### src/hdl/tsc_pkg.sv
package tsc_pkg;

	// instruction and program counter width
	localparam int word_size = 16;

	// queue entries, also the credits fetch starts with
	localparam int queue_depth = 4;

	// wide enough to hold a full set of credits
	localparam int credit_width = $clog2(queue_depth + 1);

	// top nibble of the instruction
	typedef enum logic [3:0] {
		op_bne   = 4'd0,
		op_beq   = 4'd1,
		op_bgz   = 4'd2,
		op_blz   = 4'd3,
		op_adi   = 4'd4,
		op_ori   = 4'd5,
		op_lhi   = 4'd6,
		op_lwd   = 4'd7,
		op_swd   = 4'd8,
		op_jmp   = 4'd9,
		op_jal   = 4'd10,
		op_nop   = 4'd11,
		op_rtype = 4'd15
	} opcode_e;

	// low six bits of an rtype instruction
	typedef enum logic [5:0] {
		fn_add = 6'd0,
		fn_sub = 6'd1,
		fn_and = 6'd2,
		fn_orr = 6'd3,
		fn_not = 6'd4,
		fn_tcp = 6'd5,
		fn_shl = 6'd6,
		fn_shr = 6'd7,
		fn_jpr = 6'd25,
		fn_jrl = 6'd26,
		fn_wwd = 6'd28,
		fn_hlt = 6'd29
	} funct_e;

	// instruction word tagged with its address
	typedef struct packed {
		logic [word_size-1:0] pc;
		logic [word_size-1:0] inst;
	} fetch_entry_t;

	typedef struct packed {
		logic alu_src_b;
		logic alu_rtype;
	} ex_ctrl_t;

	typedef struct packed {
		logic mem_read;
		logic mem_write;
		logic pc_br;
		logic pc_j;
		logic pc_jr;
	} mem_ctrl_t;

	typedef struct packed {
		logic mem_to_reg;
		logic reg_write;
		logic pc_to_reg;
		logic is_lhi;
	} wb_ctrl_t;

	// everything the later stages need for one instruction
	typedef struct packed {
		logic [word_size-1:0] pc;
		logic [word_size-1:0] inst;
		ex_ctrl_t             ex;
		mem_ctrl_t            mem;
		wb_ctrl_t             wb;
		logic                 wwd;
	} ctrl_bundle_t;

endpackage
### src/hdl/tsc_decode_top.sv
`timescale 1ns/100ps

module tsc_decode_top (
	input  logic                          reset_n,
	input  logic                          rst,
	input  logic [tsc_pkg::word_size-1:0] imem_data,
	input  logic                          stall,
	input  logic                          flush,
	input  logic [tsc_pkg::word_size-1:0] redirect_pc,
	output logic [tsc_pkg::word_size-1:0] imem_addr,
	output logic                          ctrl_valid,
	output tsc_pkg::ctrl_bundle_t         ctrl,
	output logic                          halt
);

	import tsc_pkg::*;

	// fetch to queue, credit based
	logic         push;
	fetch_entry_t push_entry;
	logic         credit_return;

	// queue to decode
	logic         head_valid;
	fetch_entry_t head_entry;
	logic         pop;

	inst_fetch u_fetch (
		.reset_n       (reset_n),
		.rst           (rst),
		.flush         (flush),
		.redirect_pc   (redirect_pc),
		.imem_data     (imem_data),
		.credit_return (credit_return),
		.imem_addr     (imem_addr),
		.push          (push),
		.push_entry    (push_entry)
	);

	inst_queue u_queue (
		.reset_n       (reset_n),
		.rst           (rst),
		.flush         (flush),
		.push          (push),
		.push_entry    (push_entry),
		.pop           (pop),
		.head_valid    (head_valid),
		.head_entry    (head_entry),
		.credit_return (credit_return)
	);

	ctrl_decode u_decode (
		.reset_n    (reset_n),
		.rst        (rst),
		.stall      (stall),
		.flush      (flush),
		.head_valid (head_valid),
		.head_entry (head_entry),
		.pop        (pop),
		.ctrl_valid (ctrl_valid),
		.ctrl       (ctrl),
		.halt       (halt)
	);

endmodule

### src/hdl/ctrl_decode.sv
`timescale 1ns/100ps

module ctrl_decode (
	input  logic                  reset_n,
	input  logic                  rst,
	input  logic                  stall,
	input  logic                  flush,
	input  logic                  head_valid,
	input  tsc_pkg::fetch_entry_t head_entry,
	output logic                  pop,
	output logic                  ctrl_valid,
	output tsc_pkg::ctrl_bundle_t ctrl,
	output logic                  halt
);

	import tsc_pkg::*;

	opcode_e      op;
	funct_e       fn;
	logic         is_nop;
	logic         is_hlt;
	ctrl_bundle_t dec;

	// stall keeps the head, flush drops it, halt ends decoding for good
	assign pop = head_valid && !stall && !flush && !halt;

	assign op     = opcode_e'(head_entry.inst[15:12]);
	assign fn     = funct_e'(head_entry.inst[5:0]);
	assign is_nop = (op == op_nop);
	assign is_hlt = (op == op_rtype) && (fn == fn_hlt);

	always_comb begin
		dec      = '0;
		dec.pc   = head_entry.pc;
		dec.inst = head_entry.inst;
		case (op)
			op_bne, op_beq: begin
				dec.mem.pc_br = 1'b1;
			end
			// compare against zero uses the immediate path
			op_bgz, op_blz: begin
				dec.ex.alu_src_b = 1'b1;
				dec.mem.pc_br    = 1'b1;
			end
			op_adi, op_ori: begin
				dec.ex.alu_src_b = 1'b1;
				dec.wb.reg_write = 1'b1;
			end
			op_lhi: begin
				dec.ex.alu_src_b = 1'b1;
				dec.wb.reg_write = 1'b1;
				dec.wb.is_lhi    = 1'b1;
			end
			op_lwd: begin
				dec.ex.alu_src_b  = 1'b1;
				dec.mem.mem_read  = 1'b1;
				dec.wb.mem_to_reg = 1'b1;
				dec.wb.reg_write  = 1'b1;
			end
			op_swd: begin
				dec.ex.alu_src_b  = 1'b1;
				dec.mem.mem_write = 1'b1;
			end
			op_jmp: begin
				dec.mem.pc_j = 1'b1;
			end
			// link register gets the return address
			op_jal: begin
				dec.mem.pc_j     = 1'b1;
				dec.wb.reg_write = 1'b1;
				dec.wb.pc_to_reg = 1'b1;
			end
			op_rtype: begin
				dec.ex.alu_rtype = 1'b1;
				case (fn)
					fn_add, fn_sub, fn_and, fn_orr, fn_not, fn_tcp, fn_shl, fn_shr: begin
						dec.wb.reg_write = 1'b1;
					end
					fn_jpr: begin
						dec.mem.pc_j  = 1'b1;
						dec.mem.pc_jr = 1'b1;
					end
					fn_jrl: begin
						dec.mem.pc_j     = 1'b1;
						dec.mem.pc_jr    = 1'b1;
						dec.wb.reg_write = 1'b1;
						dec.wb.pc_to_reg = 1'b1;
					end
					fn_wwd: begin
						dec.wwd = 1'b1;
					end
					default: begin
					end
				endcase
			end
			default: begin
			end
		endcase
	end

	// bundle payload only moves on a pop
	always_ff @(posedge reset_n) begin
		if (pop) begin
			ctrl <= dec;
		end
	end

	always_ff @(posedge reset_n) begin
		if (rst) begin
			ctrl_valid <= 1'b0;
			halt       <= 1'b0;
		end else begin
			ctrl_valid <= pop && !is_nop && !is_hlt;
			// sticky until reset
			if (pop && is_hlt) begin
				halt <= 1'b1;
			end
		end
	end

endmodule

### src/hdl/inst_queue.sv
`timescale 1ns/100ps

module inst_queue (
	input  logic                  reset_n,
	input  logic                  rst,
	input  logic                  flush,
	input  logic                  push,
	input  tsc_pkg::fetch_entry_t push_entry,
	input  logic                  pop,
	output logic                  head_valid,
	output tsc_pkg::fetch_entry_t head_entry,
	output logic                  credit_return
);

	import tsc_pkg::*;

	localparam int ptr_width = $clog2(queue_depth);

	fetch_entry_t            entries [queue_depth];
	logic [ptr_width-1:0]    rd_ptr;
	logic [ptr_width-1:0]    wr_ptr;
	logic [credit_width-1:0] count;

	assign head_valid = (count != '0);
	assign head_entry = entries[rd_ptr];

	// every popped slot goes straight back to fetch as a credit
	assign credit_return = pop && head_valid;

	// entry storage
	always_ff @(posedge reset_n) begin
		if (push) begin
			entries[wr_ptr] <= push_entry;
		end
	end

	always_ff @(posedge reset_n) begin
		if (rst || flush) begin
			// fetch reloads its own credits on flush
			rd_ptr <= '0;
			wr_ptr <= '0;
			count  <= '0;
		end else begin
			if (push) begin
				if (wr_ptr == ptr_width'(queue_depth - 1)) begin
					wr_ptr <= '0;
				end else begin
					wr_ptr <= wr_ptr + ptr_width'(1);
				end
			end
			if (credit_return) begin
				if (rd_ptr == ptr_width'(queue_depth - 1)) begin
					rd_ptr <= '0;
				end else begin
					rd_ptr <= rd_ptr + ptr_width'(1);
				end
			end
			count <= count + credit_width'(push) - credit_width'(credit_return);
		end
	end

endmodule

### src/hdl/inst_fetch.sv
`timescale 1ns/100ps

module inst_fetch (
	input  logic                           reset_n,
	input  logic                           rst,
	input  logic                           flush,
	input  logic [tsc_pkg::word_size-1:0]  redirect_pc,
	input  logic [tsc_pkg::word_size-1:0]  imem_data,
	input  logic                           credit_return,
	output logic [tsc_pkg::word_size-1:0]  imem_addr,
	output logic                           push,
	output tsc_pkg::fetch_entry_t          push_entry
);

	import tsc_pkg::*;

	logic [word_size-1:0]    pc;
	logic [credit_width-1:0] credits;
	logic                    fetch_en;

	// imem answers in the same cycle
	assign imem_addr = pc;

	// one push per cycle while a queue slot is known to be free
	assign push = fetch_en && (credits != '0) && !flush;

	always_comb begin
		push_entry.pc   = pc;
		push_entry.inst = imem_data;
	end

	always_ff @(posedge reset_n) begin
		if (rst) begin
			pc       <= '0;
			credits  <= credit_width'(queue_depth);
			fetch_en <= 1'b0;
		end else begin
			fetch_en <= 1'b1;
			if (flush) begin
				// queue empties on flush so every slot is free again
				pc      <= redirect_pc;
				credits <= credit_width'(queue_depth);
			end else begin
				if (push) begin
					pc <= pc + word_size'(1);
				end
				credits <= credits - credit_width'(push) + credit_width'(credit_return);
			end
		end
	end

endmodule

### config.mk
export PLATFORM = sky130hd
export DESIGN_NAME = tsc_decode_top
export DESIGN_NICKNAME = d
export VERILOG_FILES = /design/src/hdl/tsc_pkg.sv /design/src/hdl/tsc_decode_top.sv /design/src/hdl/ctrl_decode.sv /design/src/hdl/inst_queue.sv /design/src/hdl/inst_fetch.sv
export SDC_FILE = /design/constraint.sdc
export NUM_CORES = 1
export LEC_CHECK = 0
export ABC_AREA = 1
export BUFFER_PORTS_ARGS = -buffer_cell sky130_fd_sc_hd__clkbuf_2
export CAP_MARGIN = 10
export CORE_ASPECT_RATIO = 1.1
export CORE_MARGIN = 4
export CORE_UTILIZATION = 58
export DETAILED_ROUTE_END_ITERATION = 8
export PLACE_DENSITY = 0.79
export SLEW_MARGIN = 25
export SYNTH_ARGS = -nofsm -noshare
export SYNTH_HDL_FRONTEND = slang
export SYNTH_HIERARCHICAL = 1
export SYNTH_SLANG_ARGS = --single-unit
### constraint.sdc
create_clock -name reset_n -period 6.4 [get_ports reset_n]
set_clock_uncertainty 0.2 [all_clocks]
set_input_delay 1.28 -clock reset_n [delete_from_list [all_inputs] [get_ports reset_n]]
set_output_delay 1.28 -clock reset_n [all_outputs]
set_load 0.02 [all_outputs]
* Word level (Yosys, flattened, before mapping)
Memories as Yosys holds them, arrays and structs flattened. A register that Yosys moved wholly into a read port is not among the register bits. Cells that the tools add are included.
Storage, ports and cells: bits in registers 72, RAM bits 128, output and inout bits 62, logic and storage cells 104, memories 1
Memories:
- u_queue.entries | words 4, bits a word 32, read ports 1, clocked after Yosys merged registers in 1, write ports 1, RTL line inst_queue.sv:19 | fetch_entry_t entries [queue_depth];
Cells by class: add/sub/neg operators 7, eq/ne operators 25, multiplexer cells 22, reductions and logical operators 28
Operators with widths (count):
- two-way mux 16 bit | 2
- equality test 6 x 3 -> 1 bit (second input constant) | 4
- equality test 6 x 5 -> 1 bit (second input constant) | 4
- equality test 4 bit (second input constant) | 5
- adder 16 x 1 -> 16 bit (second input constant) | 1
- equality test 4 x 3 -> 1 bit (second input constant) | 4
- equality test 6 x 2 -> 1 bit (second input constant) | 2
- two-way mux 1 bit | 12
- logical AND 1 bit | 10
- two-way mux 2 bit | 5
- OR reduction 9 bit | 1
- equality test 4 x 2 -> 1 bit (second input constant) | 2
- OR reduction 7 bit | 1
- adder 3 x 1 -> 3 bit | 2
- equality test 6 x 1 -> 1 bit (second input constant) | 1
- logical NOT 6 bit | 1
- one-hot mux 1 bit (2 select lines) | 3
- nonzero test 3 bit | 2
- OR reduction 2 bit | 3
- subtractor 3 x 1 -> 3 bit | 2
- logical NOT 1 bit | 5
- OR reduction 5 bit | 1
- adder 2 x 1 -> 2 bit (second input constant) | 2
- equality test 2 bit (second input constant) | 2
- other kinds (5) | 5

* Longest topological paths before layout
Gate-level depths: netlist (run 1).
word-level depth 7, mapped depth 13, depth with buffers taken out 13

* Hierarchy
Netlist (run 1), hierarchy kept.
Modules (own cells, without submodules):
- inst_queue | instances 1, cells each 371, area an instance 5253.8 um^2, sequential area each 4023.9 um^2
- ctrl_decode | instances 1, cells each 106, area an instance 1606.5 um^2, sequential area each 1331.3 um^2
- inst_fetch | instances 1, cells each 227, area an instance 1505.2 um^2, sequential area each 400.4 um^2

* Worst setup path after synthesis (run 1)
Ideal clock, no wire load.
path type input port to flip-flop, start point input stall, end point register u_queue.count[2], setup time 0.115 ns, arrival 4.876 ns, path slack 1.209 ns, stages 10, cell sequence nor2_1 -> nor2b_1 -> a21boi_0 -> ha_1 -> inv_1 -> ha_1 -> inv_1 -> fa_1 -> a21oi_1 -> nor2_1
Between the ends: word-level cells in the longest chain between the ends 6
Ends and longest elaborated chain:
- start, declared | RTL line tsc_decode_top.sv:7 | input logic stall,
- logical NOT 1 bit | RTL line ctrl_decode.sv:25 | assign pop = head_valid && !stall && !flush && !halt;
- logical AND 1 bit (3 in series) | RTL line ctrl_decode.sv:25
- named net pop | RTL line tsc_decode_top.sv:26 | logic pop;
- logical AND 1 bit | RTL line inst_queue.sv:28 | assign credit_return = pop && head_valid;
- named net credit_return | RTL line tsc_decode_top.sv:21 | logic credit_return;
- subtractor 3 x 1 -> 3 bit | RTL line inst_queue.sv:58 | count <= count + credit_width'(push) - credit_width'(credit_return);
- end signal, assigned | RTL line inst_queue.sv:58
- end, declared | RTL line inst_queue.sv:22 | logic [credit_width-1:0] count;
The timed path passes the listed nets, and every way through them passes these cells. A chain may end at the register's enable or synchronous reset.

* Worst setup path in the final report (run 1)
start point input flush, end point register u_queue.count[2]
Between the ends: word-level cells in the longest chain between the ends 5
Ends and longest elaborated chain:
- start, declared | RTL line tsc_decode_top.sv:8 | input logic flush,
- logical NOT 1 bit | RTL line ctrl_decode.sv:25
- logical AND 1 bit (2 in series) | RTL line ctrl_decode.sv:25
- named net pop | RTL line tsc_decode_top.sv:26
- logical AND 1 bit | RTL line inst_queue.sv:28
- named net credit_return | RTL line tsc_decode_top.sv:21
- subtractor 3 x 1 -> 3 bit | RTL line inst_queue.sv:58
The timed path passes the listed nets, and every way through them passes these cells.

==> flow_metrics.env, run 1 <==
export IMPL_cap_violations=0
export IMPL_grt_max_degree=66
export IMPL_cts_tree="built"
export IMPL_relSlewSlack=0.553
export IMPL_place_hpwl_um=9830
export IMPL_synth_top_family_by_area="simple AND/OR/NAND/NOR gates"
export IMPL_outcome="finished, final reports clean"
export IMPL_hold_violations=0
export IMPL_synth_top_cells_by_area="edfxtp_1, dfxtp_1, nor2_1, nand2_1, buf_4"
export IMPL_route_detailed_wl_per_inst_um=16.7
export IMPL_report_final_slew_viol_count=0
export IMPL_rows=45
export IMPL_fin_area_mm2=0.00930
export IMPL_drt_iter0_drc=483
export IMPL_clkSinkCount=202
export IMPL_cts_setup_buffers=0
export IMPL_setup_violations_final=0
export IMPL_critical_path_class="input pin to flip-flop"
export IMPL_endpoint_kind="flip-flop"
export IMPL_drc_errors=0
export IMPL_worstPathRequired_ps=6580
export IMPL_cts_hold_buffers=0
export IMPL_async_reset_ff_frac=0
export IMPL_final_util=0.666
export IMPL_clk_latency_ps=480
export IMPL_postRouteAntennaNets=0
export IMPL_pwr_share_seq=0.557
export IMPL_cp_slowest_cell="buf_4"
export IMPL_worstPathArrival_ps=4070
export IMPL_cts_buffer_depth=3
export IMPL_wirelength_um=16300
export IMPL_start_kind="input pin"
export IMPL_die_x_um=123
export IMPL_io_buffers=97
export IMPL_die_area_mm2=0.0164
export IMPL_drt_vias_per_instance=5.49
export IMPL_swShare=0.210
export IMPL_ys_seq_area_frac=0.688
export IMPL_diodes=0
export IMPL_synth_mux_area_frac=0
export IMPL_clk_pin_slew_ps=60
export IMPL_yosys_area_top_type="edfxtp_1"
export IMPL_period_needed_ps=3890
export IMPL_drive_above_1_share=0.185
export IMPL_gp_congestion=0.845
export IMPL_rsz0062_at_grt="false"
export IMPL_crit_top_cell="inv_1"
export IMPL_p_int_uw=2100
export IMPL_pwr_share_clk=0.398
export IMPL_critPathMaxFanout=49
export IMPL_grt_overflow_total=0
export IMPL_ys_warn_count=6
export IMPL_cp_endpoint="u_queue/count[2]$_SDFF_PP0_"
export IMPL_ioPinCount=98
export IMPL_grt_pass1_vias=5277
export IMPL_synth_area_per_cell_um2=11.9
export IMPL_r2r_end="u_queue/count[2]$_SDFF_PP0_"
export IMPL_place_area_mm2=0.00870
export IMPL_ys_types=33
export IMPL_reg2reg_from="u_queue/count[1]$_SDFF_PP0_"
export IMPL_drt_pass1_iterations=5
export IMPL_synth_ff_type="edfxtp_1"
export IMPL_finalCritPeriodShare=0.608
export IMPL_ir_drop_uv=171
export IMPL_ctsResizeCount=0
export IMPL_worst_pin_slew_ps=671
export IMPL_ys_ff_latch=202
export IMPL_fin_setup_tns_ps=0
export IMPL_synth_top_area_frac=0.614
export IMPL_cts_buffers=20
export IMPL_rr_worst_depth=13
export IMPL_die_height_um=134
export IMPL_crit_chain="clkbuf_2, inv_1, nand2_1, nor2b_4, buf_4, a21boi_0, ha_1, inv_1, ha_1, inv_1, fa_1, a21oi_1, nor2_1"
export IMPL_fmax_ghz=0.257
export IMPL_hold_path_class="flip-flop to flip-flop"
export IMPL_synth_nets=752
export IMPL_yosys_area_share_adder=0.0197
export IMPL_netlist_area_mm2=0.00837
export IMPL_startpoint="flush"
export IMPL_synthSimpleGateAreaFrac=0.116
export IMPL_syn_inst=704
export IMPL_num_vias=5345
export IMPL_p_comb_frac=0.045
export IMPL_grtUsageTotal=0.195
export IMPL_initial_core_util=0.599
export IMPL_p_leak_uw=0.00348
export IMPL_p_per_area_mw_per_mm2=286
export IMPL_syn_to_final_growth_pct=11.1
export IMPL_switchingPower_uw=557
export IMPL_critPathMaxStageDelay_ps=510
export IMPL_htreeDepth=1
export IMPL_cts_root_buf="clkbuf_16"
export IMPL_grt_pass1_wl_um=25500
export IMPL_reg2reg_slack_ps=3070
export IMPL_nNetsFinal=819
export IMPL_synth_xor_xnor_area_share=0.0105
export IMPL_synth_compound_area_frac=0.0860
export IMPL_core_area_mm2=0.0140
export IMPL_synth_edff_count=171
export IMPL_antenna_found_initial=0
## power groups by stage
stage / logic [uW] / registers, uW / clock network [uW]
6_report: 120 / 1480 / 1060
5_1_grt: 132 / 1480 / 1130
4_1_cts: 119 / 1480 / 1070
3_5_place_dp: 119 / 1510 / 0
3_3_place_gp: 113 / 1500 / 0
2_1_floorplan: 84.9 / 1510 / 0
## cells in the final DEF (no fill, tap or decap)
cell	n
a21boi_0	1
ha_1	10
nor3b_1	1
nand4_1	4
nand2_4	1
clkinvlp_4	1
dfxtp_4	1
xor2_1	6
nor2_4	4
nor2_2	2
edfxtp_1	171
o22ai_1	32
clkinv_4	2
xnor2_1	4
nor2_1	110
nand2_2	5
nor2b_4	1
inv_8	1
nor4_1	1
clkbuf_1	6
inv_2	2
a21oi_1	16
o21ai_0	50
clkinv_2	1
inv_1	55
dfxtp_1	30
nand3b_1	1
o21ai_1	31
clkbuf_2	97
clkinv_1	5
o21a_1	1
buf_4	6
fa_1	2
nor3_1	2
a31oi_1	3
nand2_1	77
nand3_1	21
clkbuf_16	21
## worst min-delay path by stage
stage / startpoint / to / slack, ps / depth (start not counted)
CTS: u_decode/halt$_SDFFE_PP0P_ / u_decode/halt$_SDFFE_PP0P_ / 290 / 2
detailed placement: u_decode/halt$_SDFFE_PP0P_ / u_decode/halt$_SDFFE_PP0P_ / 280 / 2
floorplan: u_queue/rd_ptr[1]$_SDFFE_PP0N_ / flip-flop / 280 / 2
finish: u_decode/halt$_SDFFE_PP0P_ / u_decode/halt$_SDFFE_PP0P_ / 290 / 2
global route: u_decode/halt$_SDFFE_PP0P_ / u_decode/halt$_SDFFE_PP0P_ / 330 / 2
global placement: u_decode/halt$_SDFFE_PP0P_ / u_decode/halt$_SDFFE_PP0P_ / 260 / 2
## cells in the mapped netlist (2+ instances only)
cell	number
xnor2_1	4
a31oi_1	3
inv_2	2
inv_1	55
nor3_1	2
a21oi_1	16
clkbuf_1	2
nand3_1	21
nand2_2	5
o22ai_1	32
o21ai_1	31
fa_1	2
nand2_1	77
xor2_1	6
nor2_2	2
buf_2	9
nor2_4	4
buf_4	37
dfxtp_1	31
ha_1	10
nor2_1	110
nand4_1	4
edfxtp_1	171
o21ai_0	50
buf_6	10
## sequential cells by signal (all words and copies together), names as in the netlist, named ones only
register and cells:
u_queue/count 3, u_fetch/fetch_en 1, u_decode/ctrl 43, u_decode/halt 1, u_queue/rd_ptr 2, u_fetch/imem_addr 16
u_queue/wr_ptr 2, u_fetch/credits 3, u_queue/entries 128, u_decode/ctrl_valid 1
## stage by stage
stage                     total power [uW]  cells  hold WS, ps  worst slack, ps
after floorplan                       1590    704          283             1210
final                                 2660    973          286             2510
after CTS                             2670    973          289             2520
after global placement                1620    937          265             2210
after detailed placement              1620    937          279             2050
after global routing                  2750    973          328             2330
## area by class of cell
type | count | area, um^2
Inverter | 58 | 225
Clock buffer | 27 | 548
Clock inverter | 9 | 48.8
Timing Repair Buffer | 103 | 531
Multi-Input combinational cell | 386 | 1950
Tap cell | 188 | 235
Fill cell | 1018 | 4670
Sequential cell | 202 | 5760
## cells by family after synthesis
group,after synthesis
AND/OR/NAND/NOR,230
flip-flops,202
AO/OA/AOI/OAI,134
buffers and inverters,116
adder cells (fa/ha/maj),12
XOR/XNOR,10
## routing by layer
metal | part of all wire | GRT usage | up-vias | routed length, um
met3 | 0.073 | 0.0342 | 37 | 1190
met1 | 0.41 | 0.254 | 2529 | 6670
li1 | - | - | 2546 | -
met2 | 0.49 | 0.334 | 233 | 8040
met5 | 0 | 0 | - | 0
met4 | 0.022 | 0.0597 | 0 | 362
## worst max-delay path: cells and delay by family
| family | cells | cell delay (ps) |
|---|---|---|
| buf+inv | 5 | 1050 |
| fa+ha+maj | 3 | 820 |
| compound gates | 2 | 520 |
| simple gates | 3 | 360 |
No activity file was read; power rests on OpenSTA's default activity.
==> run 2: changes to the inputs <==
Settings changed: ABC_AREA 1 to 0, PLACE_DENSITY 0.79 to 0.8.
Clock period 6.4 ns to 3.8 ns, I/O delays scaled along.
==> flow_metrics.env, run 2 <==
export IMPL_core_area_mm2=0.0134
export IMPL_layout_common_cells="edfxtp_1, clkbuf_2, mux4_2, dfxtp_1, clkbuf_16"
export IMPL_cts_setup_buffers=0
export IMPL_holdPathStages=1
export IMPL_synth_top_area_frac=0.639
export IMPL_synth_area_per_cell_um2=18.2
export IMPL_grt_overflow_total=0
export IMPL_grt_pass1_wl_um=22700
export IMPL_synth_top_cells_by_area="edfxtp_1, mux4_2, dfxtp_1, buf_4, ha_1"
export IMPL_largest_register="u_queue/entries"
export IMPL_async_reset_ff_frac=0
export IMPL_io_buffers=97
export IMPL_antenna_found_initial=0
export IMPL_period_needed_ps=2800
export IMPL_critPathMaxFanout=9
export IMPL_die_height_um=131
export IMPL_diodes=0
export IMPL_ctsResizeCount=0
export IMPL_ioPinCount=98
export IMPL_seq_area_mm2=0.00576
export IMPL_dpl_worst_slack_ps=665
export IMPL_yosys_area_top_type="edfxtp_1"
export IMPL_die_x_um=120
export IMPL_p_leak_uw=0.00323
export IMPL_cts_buffers=20
export IMPL_drive_above_1_share=0.355
export IMPL_relSlewSlack=0.443
export IMPL_worst_pin_slew_ps=835
export IMPL_start_kind="flip-flop"
export IMPL_place_hpwl_um=9120
export IMPL_largest_register_ffs=128
export IMPL_rsz0062_at_grt="false"
export IMPL_fin_area_mm2=0.00920
export IMPL_whs_ps=303
export IMPL_hp_start="imem_data[8]"
export IMPL_reg2reg_slack_ps=1000
export IMPL_hold_path_class="input pin to flip-flop"
export IMPL_cp_top_family="adder cells"
export IMPL_clkSinkCount=202
export IMPL_netlist_area_mm2=0.00803
export IMPL_route_detailed_wl_per_inst_um=19.9
export IMPL_outcome="finished, final reports clean"
export IMPL_startpoint="u_fetch/credits[1]$_SDFF_PP0_"
export IMPL_r2r_end="u_fetch/credits[2]$_SDFF_PP1_"
export IMPL_clk_latency_ps=470
export IMPL_rows=44
export IMPL_grt_pass1_vias=4053
export IMPL_drc_errors=0
export IMPL_ys_types=56
export IMPL_fmax_ghz=0.358
export IMPL_clk_pin_slew_ps=60
export IMPL_cts_tree="built"
export IMPL_hold_end="u_queue/entries[0][8]$_DFFE_PP_"
export IMPL_hold_violations=0
export IMPL_finalCritPeriodShare=0.736
export IMPL_fillers=838
export IMPL_place_area_mm2=0.00848
export IMPL_grt_max_degree=46
export IMPL_worstPathRequired_ps=3960
export IMPL_drt_pass1_iterations=4
export IMPL_report_final_slew_viol_count=0
export IMPL_cap_violations=0
export IMPL_fin_ws_ps=1000
export IMPL_initial_core_util=0.600
export IMPL_ir_drop_uv=269
export IMPL_num_vias=4031
export IMPL_die_area_mm2=0.0158
export IMPL_rr_worst_depth=9
export IMPL_setup_violations_final=0
export IMPL_nNetsFinal=572
export IMPL_synth_nets=490
export IMPL_reg2reg_from="u_fetch/credits[1]$_SDFF_PP0_"
export IMPL_endpoint_kind="flip-flop"
export IMPL_cp_slowest_cell="o31ai_1"
export IMPL_cts_root_buf="clkbuf_16"
export IMPL_synth_commonest_cells="edfxtp_1, buf_4, dfxtp_1, mux4_2, nor2_1"
export IMPL_ys_warn_count=6
export IMPL_syn_inst=442
export IMPL_ys_ff_latch=202
export IMPL_critical_path_class="flip-flop to flip-flop"
export IMPL_htreeDepth=1
export IMPL_wirelength_um=14400
export IMPL_synthMostInstantiatedCell="edfxtp_1"
export IMPL_syn_to_final_growth_pct=14.6
export IMPL_postRouteAntennaNets=0
export IMPL_multiInputGateArea_mm2=0.00188
export IMPL_gp_congestion=0.845
export IMPL_drt_iter0_drc=264
export IMPL_cts_hold_buffers=0
export IMPL_critPathMaxStageDelay_ps=500
export IMPL_synth_edff_count=171
export IMPL_synth_ff_type="edfxtp_1"
export IMPL_cts_buffer_depth=3
export IMPL_p_per_area_mw_per_mm2=519
export IMPL_grtUsageTotal=0.184
export IMPL_layout_commonest_cell="edfxtp_1"
export IMPL_crit_buf_inv=1
export IMPL_ys_seq_area_frac=0.717
export IMPL_worstPathArrival_ps=2960
export IMPL_crit_chain="o31ai_1, nor2_1, ha_1, inv_1, ha_1, fa_1, xnor2_1, xnor2_1, nand2_1"
export IMPL_drt_vias_per_instance=5.58
## run 2: cell count changes after synthesis, sizes merged, moves of 14 or more
cell,delta
buf,-14
nor2,-98
a21oi,-14
o21ai,-76
nand2,-71
o22ai,-32
inv,-44
nand3,-15
mux4,+32
## run 2: per-layer routing
layer  GRT usage  vias to the layer above  wire (um)
met5           0                        -          0
met2       0.304                      143       7280
met1       0.256                     1992       5750
met3      0.0327                       27        962
li1            -                     1869          -
met4      0.0522                        0        367
## run 2: layout make-up
cell class,instances,area share
flip-flops and latches,202,0.626
multi-input cells,180,0.205
clock buffers,29,0.0670
repair buffers,106,0.0601
well taps,184,0.0250
clock inverters,7,0.0118
inverters,14,0.00571
## run 2: worst max path at each step
stage / depth (start not counted) / to / slack [ps]
CTS: 9 / u_fetch/credits[2]$_SDFF_PP1_ / 1020
finish: 9 / u_fetch/credits[2]$_SDFF_PP1_ / 1000
detailed placement: 10 / u_queue/count[2]$_SDFF_PP0_ / 670
global placement: 10 / u_queue/count[2]$_SDFF_PP0_ / 820
global route: 9 / u_fetch/credits[2]$_SDFF_PP1_ / 800
floorplan: 9 / u_queue/count[2]$_SDFF_PP0_ / -230
## run 2: where the power goes
group | total (uW) | switching, uW | internal, uW | leakage [uW]
combinational | 187 | 112 | 74.9 | 0.00106
sequential | 2490 | 41.5 | 2450 | 0.00181
clock | 2100 | 769 | 1330 | 0.000359
## run 2: cells by family after synthesis
group	count (synthesis)	share of synthesized area
XOR/XNOR	14	0.0170
AO/OA/AOI/OAI	34	0.0355
adder cells (fa/ha/maj)	12	0.0206
AND/OR/NAND/NOR	85	0.0646
buffers and inverters	60	0.0509
multiplexers	35	0.0947
flip-flops	202	0.717
## run 2: through the flow
stage	power (uW)	TNS, ps	cells	util
floorplan	2670	-465	442	-
global placement	2720	0	686	0.634
detailed placement	2730	0	686	0.634
CTS	4820	0	722	0.688
global route	4940	0	722	0.688
finish	4780	0	722	0.688
==> run 3: changes to the inputs <==
Settings changed: CORE_UTILIZATION 58 to 52, PLACE_DENSITY 0.8 to 0.75.
Clock period 3.8 ns to 2.33 ns, I/O delays scaled along.
==> flow_metrics.env, run 3 (same netlist as run 2, synthesis figures left out) <==
export IMPL_outcome="finished with violations"
export IMPL_violations="setup timing"
export IMPL_ir_drop_uv=612
export IMPL_cap_violations=0
export IMPL_layout_common_cells="edfxtp_1, clkbuf_2, buf_4, mux4_2, dfxtp_1"
export IMPL_final_util=0.639
export IMPL_grt_pass1_vias=4277
export IMPL_reg2reg_from="u_queue/count[2]$_SDFF_PP0_"
export IMPL_reg2reg_slack_ps=-130
export IMPL_antenna_found_initial=0
export IMPL_fin_ws_ps=-132
export IMPL_clk_latency_ps=480
export IMPL_cp_slowest_cell="fa_2"
export IMPL_syn_to_final_growth_pct=20.2
export IMPL_core_area_mm2=0.0151
export IMPL_layout_commonest_cell="edfxtp_1"
export IMPL_clk_pin_slew_ps=60
export IMPL_cp_endpoint="u_fetch/credits[2]$_SDFF_PP1_"
export IMPL_p_int_uw=6390
export IMPL_critPathMaxStageDelay_ps=390
export IMPL_p_per_area_mw_per_mm2=819
export IMPL_pwr_share_seq=0.513
export IMPL_grt_max_degree=46
export IMPL_drt_iter0_drc=224
export IMPL_grt_overflow_total=0
export IMPL_fmax_ghz=0.406
export IMPL_startpoint="u_queue/count[2]$_SDFF_PP0_"
export IMPL_switchingPower_uw=1510
export IMPL_die_height_um=138
export IMPL_postRouteAntennaNets=0
export IMPL_grt_pass1_wl_um=22500
export IMPL_rows=47
export IMPL_nNetsFinal=612
export IMPL_cts_buffers=20
export IMPL_whs_ps=8.94
export IMPL_pwr_share_clk=0.441
export IMPL_drt_vias_per_instance=5.41
export IMPL_largest_register_ffs=128
export IMPL_worstPathArrival_ps=2630
export IMPL_relSlewSlack=0.591
export IMPL_crit_buf_inv=2
export IMPL_wirelength_um=14400
export IMPL_setup_violations_final=3
export IMPL_drc_errors=0
export IMPL_start_kind="flip-flop"
export IMPL_report_final_slew_viol_count=0
export IMPL_hold_violations=0
export IMPL_path_depth=10
export IMPL_route_detailed_wl_per_inst_um=18.6
export IMPL_period_needed_ps=2460
export IMPL_place_hpwl_um=9240
export IMPL_hold_path_class="input pin to flip-flop"
export IMPL_cp_top_family="simple AND/OR/NAND/NOR gates"
export IMPL_rsz0062_at_grt="true"
export IMPL_place_inst=723
export IMPL_htreeDepth=1
export IMPL_drt_pass1_iterations=4
export IMPL_diodes=0
export IMPL_fillers=996
export IMPL_power_uw=7900
export IMPL_cts_tree="built"
export IMPL_worst_pin_slew_ps=613
export IMPL_r2r_end="u_fetch/credits[2]$_SDFF_PP1_"
export IMPL_io_buffers=97
export IMPL_endpoint_kind="flip-flop"
export IMPL_p_leak_uw=0.00344
export IMPL_gp_congestion=0.840
export IMPL_num_vias=4191
export IMPL_grtUsageTotal=0.163
export IMPL_die_area_mm2=0.0175
export IMPL_fin_cells=774
export IMPL_worstPathRequired_ps=2490
export IMPL_drive_above_1_share=0.389
export IMPL_finalCritPeriodShare=1.06
export IMPL_largest_register="u_queue/entries"
export IMPL_p_comb_frac=0.046
export IMPL_fin_area_mm2=0.00966
export IMPL_place_area_mm2=0.00874
export IMPL_critPathMaxFanout=3
export IMPL_swShare=0.192
export IMPL_die_x_um=126
export IMPL_ioPinCount=98
export IMPL_critical_path_class="flip-flop to flip-flop"
export IMPL_initial_core_util=0.531
export IMPL_clkSinkCount=202
export IMPL_cts_root_buf="clkbuf_16"
export IMPL_cts_buffer_depth=3
export IMPL_crit_chain="or3_1, nor4b_4, o31a_1, buf_4, buf_6, ha_4, fa_2, xnor2_2, xnor2_1, nand2_1"
export IMPL_rr_worst_depth=10
run 3: per-layer routing:
metal	global-route usage	wire [um]	share of wire
met3	0.0274	986	0.069
met4	0.0497	257	0.018
met5	0	0	0
met2	0.284	7360	0.51
met1	0.210	5780	0.40
run 3: metrics by stage:
step | setup WS [ps] | TNS [ps]
final | -132 | -230
after global routing | -163 | -416
after CTS | -75.5 | -141
after detailed placement | -162 | -372
after global placement | -49.8 | -97.7
after floorplan | -1410 | -23730
run 3: layout make-up:
class                      count  area (um^2)  area share
clock buffer                  25          551      0.0570
clock inverter                11          183      0.0189
inverter                      14         52.6     0.00544
multi-input combinational    180         1920       0.198
sequential                   202         5760       0.597
tap                          196          245      0.0254
timing repair buffer         146          950      0.0983
run 3: power groups by stage:
stage               clock network [uW]  logic [uW]  registers, uW
detailed placement                   0         335           4130
floorplan                            0         213           4150
global route                      3720         392           4060
CTS                               3540         359           4060
finish                            3490         361           4060
global placement                     0         323           4120
run 3: worst min-delay path by stage:
stage                                        end  cells after the start                      startpoint  slack (ps)
6_report         u_queue/entries[3][5]$_DFFE_PP_                      1                    imem_data[5]           9
5_1_grt          u_queue/entries[1][6]$_DFFE_PP_                      1                    imem_data[6]           5
4_1_cts          u_queue/entries[1][6]$_DFFE_PP_                      1                    imem_data[6]         0.7
3_5_place_dp   u_fetch/imem_addr[1]$_SDFFE_PP0P_                      2        u_fetch/fetch_en$_DFF_P_         330
3_3_place_gp      u_queue/wr_ptr[0]$_SDFFE_PP0P_                      2  u_queue/wr_ptr[0]$_SDFFE_PP0P_         310
2_1_floorplan  u_fetch/imem_addr[1]$_SDFFE_PP0P_                      2        u_fetch/fetch_en$_DFF_P_         290
run 3: timing repair:
item / 4_1_cts / 5_1_grt
hold endpoints to repair: 41 / 0
pin swaps: 3 / 5
endpoints found under the setup margin: 3 / 3
setup buffers: 0 / 3
hold buffers: 12 / 0
gates resized for setup: 3 / 5
